### config.mk
export PLATFORM = sky130hd
export DESIGN_NAME = decode_stage
export DESIGN_NICKNAME = d
export VERILOG_FILES = /design/src/common/cpu_pkg.sv /design/src/decode/decode_stage.sv
export SDC_FILE = /design/constraint.sdc
export NUM_CORES = 2
export LEC_CHECK = 0
export BUFFER_PORTS_ARGS = -buffer_cell sky130_fd_sc_hd__buf_2
export CAP_MARGIN = 30
export CORE_ASPECT_RATIO = 0.8
export CORE_MARGIN = 3
export CORE_UTILIZATION = 63
export DETAILED_ROUTE_END_ITERATION = 10
export PLACE_DENSITY = 0.8
export SETUP_SLACK_MARGIN = 0.3
export SLEW_MARGIN = 5
export SYNTH_ARGS = -nofsm -noshare
export SYNTH_HDL_FRONTEND = slang
export SYNTH_SLANG_ARGS = --single-unit
### constraint.sdc
create_clock -name clk -period 2 [get_ports clk]
set_input_delay 0 -clock clk [delete_from_list [all_inputs] [get_ports clk]]
set_output_delay 0 -clock clk [all_outputs]
set_load 0.05 [all_outputs]
### src/common/cpu_pkg.sv
package cpu_pkg;

  //////////////////////////////////////////////////
  // widths
  //////////////////////////////////////////////////

  typedef logic [31:0] data_t;
  typedef logic [31:0] instr_t;
  typedef logic [15:0] addr_t;
  typedef logic [4:0]  reg_idx_t;
  typedef logic [15:0] imm_t;

  // instruction fields
  localparam int OPC_MSB = 31;
  localparam int OPC_LSB = 26;
  localparam int RS_LSB  = 21;
  localparam int RT_LSB  = 16;
  localparam int RD_LSB  = 11;

  typedef enum logic [5:0] {
    op_nop  = 6'd0,
    op_add,
    op_sub,
    op_and,
    op_or,
    op_slt,
    op_addi,
    op_ori,
    op_lw,
    op_sw,
    op_beq,
    op_bne,
    op_jmp,
    op_halt
  } opcode_e;

  typedef enum logic [2:0] {
    alu_add,
    alu_sub,
    alu_and,
    alu_or,
    alu_slt
  } alu_op_e;

  typedef enum logic [1:0] {
    fwd_reg,
    fwd_ex_mem,
    fwd_mem_wb
  } fwd_sel_e;

  //////////////////////////////////////////////////
  // pipeline records
  //////////////////////////////////////////////////

  typedef struct packed {
    alu_op_e alu_op;
    logic    alu_src_imm;
    logic    reg_write;
    logic    mem_read;
    logic    mem_write;
    logic    branch_eq;
    logic    branch_ne;
    logic    jump;
    logic    halt;
  } ctrl_t;

  // what still matters after execute
  typedef struct packed {
    logic reg_write;
    logic mem_read;
    logic mem_write;
    logic halt;
  } mem_ctrl_t;

  typedef struct packed {
    logic   valid;
    addr_t  pc;
    instr_t instr;
  } if_id_t;

  typedef struct packed {
    logic     valid;
    ctrl_t    ctrl;
    reg_idx_t rs;
    reg_idx_t rt;
    reg_idx_t dst;
    data_t    rs_data;
    data_t    rt_data;
    imm_t     imm;
  } id_ex_t;

  typedef struct packed {
    logic      valid;
    mem_ctrl_t ctrl;
    reg_idx_t  dst;
    data_t     alu_result;
    data_t     store_data;
  } ex_mem_t;

  typedef struct packed {
    logic  taken;
    addr_t target;
  } redirect_t;

  typedef struct packed {
    logic     valid;
    reg_idx_t dst;
    data_t    data;
  } retire_t;

endpackage

### src/decode/decode_stage.sv
module decode_stage import cpu_pkg::*; (
  input  logic      clk,
  input  logic      rst_n,
  input  if_id_t    if_id,
  input  retire_t   wb,
  input  redirect_t redirect,
  output id_ex_t    id_ex,
  output logic      stall,
  output logic      halt_seen
);

  opcode_e  opcode;
  reg_idx_t rs;
  reg_idx_t rt;
  reg_idx_t rd;
  ctrl_t    ctrl;
  id_ex_t   id_ex_d;
  logic     is_halt;
  logic     halt_q;
  data_t    regs [32];

  assign opcode = opcode_e'(if_id.instr[OPC_MSB:OPC_LSB]);
  assign rs     = if_id.instr[RS_LSB +: 5];
  assign rt     = if_id.instr[RT_LSB +: 5];
  assign rd     = if_id.instr[RD_LSB +: 5];

  function automatic ctrl_t decode_ctrl(opcode_e op);
    ctrl_t c;
    c        = '0;
    c.alu_op = alu_add;
    case (op)
      op_add:  c.reg_write = 1'b1;
      op_sub: begin
        c.alu_op    = alu_sub;
        c.reg_write = 1'b1;
      end
      op_and: begin
        c.alu_op    = alu_and;
        c.reg_write = 1'b1;
      end
      op_or: begin
        c.alu_op    = alu_or;
        c.reg_write = 1'b1;
      end
      op_slt: begin
        c.alu_op    = alu_slt;
        c.reg_write = 1'b1;
      end
      op_addi: begin
        c.alu_src_imm = 1'b1;
        c.reg_write   = 1'b1;
      end
      op_ori: begin
        c.alu_op      = alu_or;
        c.alu_src_imm = 1'b1;
        c.reg_write   = 1'b1;
      end
      op_lw: begin
        c.alu_src_imm = 1'b1;
        c.reg_write   = 1'b1;
        c.mem_read    = 1'b1;
      end
      op_sw: begin
        c.alu_src_imm = 1'b1;
        c.mem_write   = 1'b1;
      end
      op_beq:  c.branch_eq = 1'b1;
      op_bne:  c.branch_ne = 1'b1;
      op_jmp:  c.jump = 1'b1;
      op_halt: c.halt = 1'b1;
      default: c = c;
    endcase
    return c;
  endfunction

  assign ctrl = decode_ctrl(opcode);

  //////////////////////////////////////////////////
  // register file
  //////////////////////////////////////////////////

  // r0 stays zero, same-cycle writeback bypassed to the read
  function automatic data_t read_reg(reg_idx_t idx);
    if (idx == '0) begin
      return '0;
    end else if (wb.valid && wb.dst == idx) begin
      return wb.data;
    end
    return regs[idx];
  endfunction

  always_ff @(posedge clk or negedge rst_n) begin
    if (!rst_n) begin
      for (int i = 0; i < 32; i++) begin
        regs[i] <= '0;
      end
    end else if (wb.valid && wb.dst != '0) begin
      regs[wb.dst] <= wb.data;
    end
  end

  // load-use hazard against the instruction now in execute
  assign stall = if_id.valid && id_ex.valid && id_ex.ctrl.mem_read &&
                 id_ex.dst != '0 && (id_ex.dst == rs || id_ex.dst == rt);

  assign is_halt   = if_id.valid && ctrl.halt;
  assign halt_seen = halt_q || is_halt;

  always_ff @(posedge clk or negedge rst_n) begin
    if (!rst_n) begin
      halt_q <= 1'b0;
    end else if (is_halt && !stall && !redirect.taken) begin
      halt_q <= 1'b1;
    end
  end

  always_comb begin
    id_ex_d         = '0;
    id_ex_d.valid   = if_id.valid;
    id_ex_d.ctrl    = ctrl;
    id_ex_d.rs      = rs;
    id_ex_d.rt      = rt;
    // R form writes rd, everything else rt
    id_ex_d.dst     = (ctrl.reg_write && !ctrl.alu_src_imm) ? rd : rt;
    id_ex_d.rs_data = read_reg(rs);
    id_ex_d.rt_data = read_reg(rt);
    id_ex_d.imm     = if_id.instr[15:0];
  end

  always_ff @(posedge clk or negedge rst_n) begin
    if (!rst_n) begin
      id_ex <= '0;
    end else begin
      id_ex <= id_ex_d;
      if (stall || redirect.taken) begin
        id_ex.valid <= 1'b0;
      end
    end
  end

endmodule

==> reports/qor.yml <==
status: "complete, but fails checks"
violations_in_the_final_reports: "negative setup slack"
cp-startpoint: "id_ex[84]"
crit-reg2reg-launch: "regs[520]"
crit_type: "reg2out"
detailedRoute.firstIterationViolations: 5397
tns_ps: -93.5
p_per_area_nw_per_um2: 980
cts.reportedPaths.clkPinSlew_ps: 60
layout-area-overhead-vs-synth_pct: 17.8
synth-async-reset-ratio: 1.00
tritoncts.num_buffers: 111
totalPowerFinal_mw: 66.9
floorplan.io_pins: 215
maxClockFrequency_ghz: 0.478
final.setup_skew_ps: 14.7
synth.yosys.seq_area_share: 0.489
top_signal_layer_used: "met5"
via_per_inst: 7.48
final_antenna_net_count: 0
fin_nets: 4286
postSynth.topFlopCell: "sky130_fd_sc_hd__dfrtp_1"
r2r-end: "id_ex[56]"
placement_rows: 98
final_cell_area_um2: 68300
required_ps: 2000
crit_chain: "xor2_1 -> nor3_2 -> nand3_2 -> a21oi_4 -> buf_6"
cts-root-to-sink-buffers: 3
via_count_of_the_first_global_routing_pass: 41500
rsz0062_at_grt: "true"
finalWeightedCongestion: 0.923
h_tree_depth: 3
irDropWorstVdd_mv: 0.817
dp_hpwl_um: 116000
hold_crit_depth: 3
core_um2: 90200
dp_worst_setup_slack_ps: -128
timing.final.max_slew_violations: 0
fillCellCount: 5250
timing.final.crit_share: 1.05
post_drt_wl_per_cell_um: 35.2
cap_violations: 0
final_layout_size_suffix_gt1_frac: 0.506
synth_area_per_cell_um2: 15.1
netlist-cell-type-count: 57
seqCellArea_um2: 28300
worst_setup_path_endpoint: "stall"
hold_ws_ps: 78.9
post_synthesis_cell_area_um2: 58000
final.min_clock_period_ps: 2090
worst_path_max_delay_cell: "sky130_fd_sc_hd__dfrtp_1"
cp_max_fo: 4
setup_viol: 1
initial_core_util: 0.642
pin_count_of_the_biggest_net_entering_global_routing: 112
synth_enable_flop_cells: 0
postSynthNetCount: 3956
routed-wl-met2_um: 85900
port_buffers: 182
vias: 41100
clkLatencyLatePin_ps: 700
cp-start-kind: "flip-flop"
detailed_place.area_um2: 62500
route.layer.met1.wl_um: 70100
critical_path.endpoint_type: "output port"
drt_pre_antenna_iters: 6
die_h_um: 277
yosysWarnings: 0
cts_tree: "done"
cts.root.buffer_cell: "sky130_fd_sc_hd__clkbuf_16"
final.setup.worst_slack_ps: -93.5
worst_pin_slew_ps: 956
cts.sinks: 1132
synth-seq-cells: 1132
final_hold_viols: 0
antenna_found_initial: 17
holdCritPathClass: "in2reg"
slowest_delay_ps: 440
multi_input_area_um2: 28400
stdcell_count: 5487
dieArea_um2: 95700
met3_length_um: 24900
drcViolationCount: 0
route.final.wire_length_um: 193000
grt_first_pass_wirelength_um: 283000
rrSetupSlack_ps: 70
critPathArrivalTime_ps: 2090
worstRegToRegCells: 5
grt_overflow_total: 0
slew-limit-headroom: 0.361
die_width_um: 345
dp.cells: 5114
grt_use_total: 0.400
final_core_utilization: 0.757
postSynthCellCount: 3850
power.static_leakage_nw: 30.2
## synthesized netlist by cell type, types with 3 or more instances
cell	count	area share
sky130_fd_sc_hd__buf_2	128	0.011
sky130_fd_sc_hd__a221oi_1	17	0.0026
sky130_fd_sc_hd__xnor2_1	6	0.00091
sky130_fd_sc_hd__a311oi_1	16	0.0024
sky130_fd_sc_hd__nand3_1	8	0.00069
sky130_fd_sc_hd__o221ai_1	40	0.0060
sky130_fd_sc_hd__nor3b_1	6	0.00078
sky130_fd_sc_hd__o311ai_0	12	0.0018
sky130_fd_sc_hd__mux2_2	834	0.16
sky130_fd_sc_hd__nor2_1	37	0.0024
sky130_fd_sc_hd__o31a_1	8	0.0012
sky130_fd_sc_hd__a32o_1	15	0.0026
sky130_fd_sc_hd__buf_4	24	0.0031
sky130_fd_sc_hd__o311ai_1	8	0.0012
sky130_fd_sc_hd__nand3b_1	6	0.00078
sky130_fd_sc_hd__dfrtp_1	1132	0.49
sky130_fd_sc_hd__a21oi_1	40	0.0035
sky130_fd_sc_hd__o21ai_1	15	0.0013
sky130_fd_sc_hd__a211oi_1	62	0.0080
sky130_fd_sc_hd__mux2i_1	181	0.031
sky130_fd_sc_hd__a31oi_1	4	0.00043
sky130_fd_sc_hd__nor3_1	8	0.00069
sky130_fd_sc_hd__o22ai_1	54	0.0058
sky130_fd_sc_hd__nand2b_1	3	0.00032
sky130_fd_sc_hd__mux4_2	449	0.17
sky130_fd_sc_hd__a22oi_1	39	0.0051
sky130_fd_sc_hd__xor2_1	16	0.0024
sky130_fd_sc_hd__or3_1	16	0.0017
sky130_fd_sc_hd__mux2_1	175	0.034
sky130_fd_sc_hd__o211ai_1	8	0.0010
sky130_fd_sc_hd__o21ai_0	9	0.00078
sky130_fd_sc_hd__buf_6	19	0.0037
sky130_fd_sc_hd__clkbuf_1	207	0.013
sky130_fd_sc_hd__nor2b_1	6	0.00065
sky130_fd_sc_hd__a22o_1	72	0.011
sky130_fd_sc_hd__buf_1	59	0.0038
sky130_fd_sc_hd__nand2_1	85	0.0055
## registers in the layout (all words and copies together), names as in the netlist
name / flops
regs: 1024
id_ex: 107
halt_q: 1
## how the worst min path moves through the flow
stage,to,startpoint
3_5_place_dp,regs[800],rst_n
4_1_cts,id_ex[49],if_id[22]
3_3_place_gp,regs[800],rst_n
6_report,id_ex[94],if_id[25]
5_1_grt,id_ex[81],if_id[17]
2_1_floorplan,halt_q,rst_n
## metal layers
metal / track usage / vias up
met2: 0.585 / 3094
met4: 0.211 / 12
li1: - / 15600
met3: 0.130 / 776
met1: 0.540 / 21500
met5: 0 / -
## cell type report
class | count | share of cell area
Clock buffer | 161 | 0.0482
Tap cell | 1200 | 0.0220
Multi-Input combinational cell | 2276 | 0.416
Clock inverter | 41 | 0.00718
Inverter | 4 | 0.000220
Timing Repair Buffer | 655 | 0.0910
Antenna cell | 18 | 0.000660
Sequential cell | 1132 | 0.415
## logic make-up after synthesis
family / share of synthesized area
mux: 0.402
flops: 0.489
simple gates: 0.0155
buf+inv: 0.0354
xor+xnor: 0.00332
compound gates: 0.0555
## power by group
part,total (mW),internal [mW],switching [mW]
Sequential,30.6,27.1,3.48
Combinational,14.4,8.06,6.36
Clock,21.9,12.7,9.27
Total,66.9,47.8,19.1
## worst max-delay path, delay by kind of cell, from the launching register on
| family | cells | cell delay, ps |
|---|---|---|
| xor gates and xnor gates | 1 | 190 |
| and+or+nand+nor | 2 | 400 |
| AOI/OAI and AO/OA | 1 | 190 |
| buffers and inverters | 1 | 180 |
| DFF | 1 | 440 |
## placed cells by master, fill, tap and decap left out, types with 30 or more instances in the layout
cell type                       Yosys  routed
sky130_fd_sc_hd__a211oi_1          62      32
sky130_fd_sc_hd__a211oi_2           0      30
sky130_fd_sc_hd__a21oi_1           40      34
sky130_fd_sc_hd__a22o_1            72      72
sky130_fd_sc_hd__a22oi_1           39      37
sky130_fd_sc_hd__buf_12             0     115
sky130_fd_sc_hd__buf_2            128     171
sky130_fd_sc_hd__buf_4             24     267
sky130_fd_sc_hd__clkbuf_16          0     114
sky130_fd_sc_hd__dfrtp_1         1132    1128
sky130_fd_sc_hd__dlygate4sd3_1      0      88
sky130_fd_sc_hd__mux2_1           175     175
sky130_fd_sc_hd__mux2_2           834     823
sky130_fd_sc_hd__mux2i_1          181     180
sky130_fd_sc_hd__mux4_2           449     449
sky130_fd_sc_hd__nand2_1           85      70
sky130_fd_sc_hd__o221ai_1          40      39
sky130_fd_sc_hd__o22ai_1           54      53
## repair_timing
item / CTS / global route
buffers inserted: 40 / 23
hold endpoints to repair: 2203 / 0
hold buffers: 91 / 0
pin swaps: 34 / 53
resized for setup: 53 / 57
endpoints found under the setup margin: 34 / 60
Note: power is estimated with default switching activity, not from simulation.
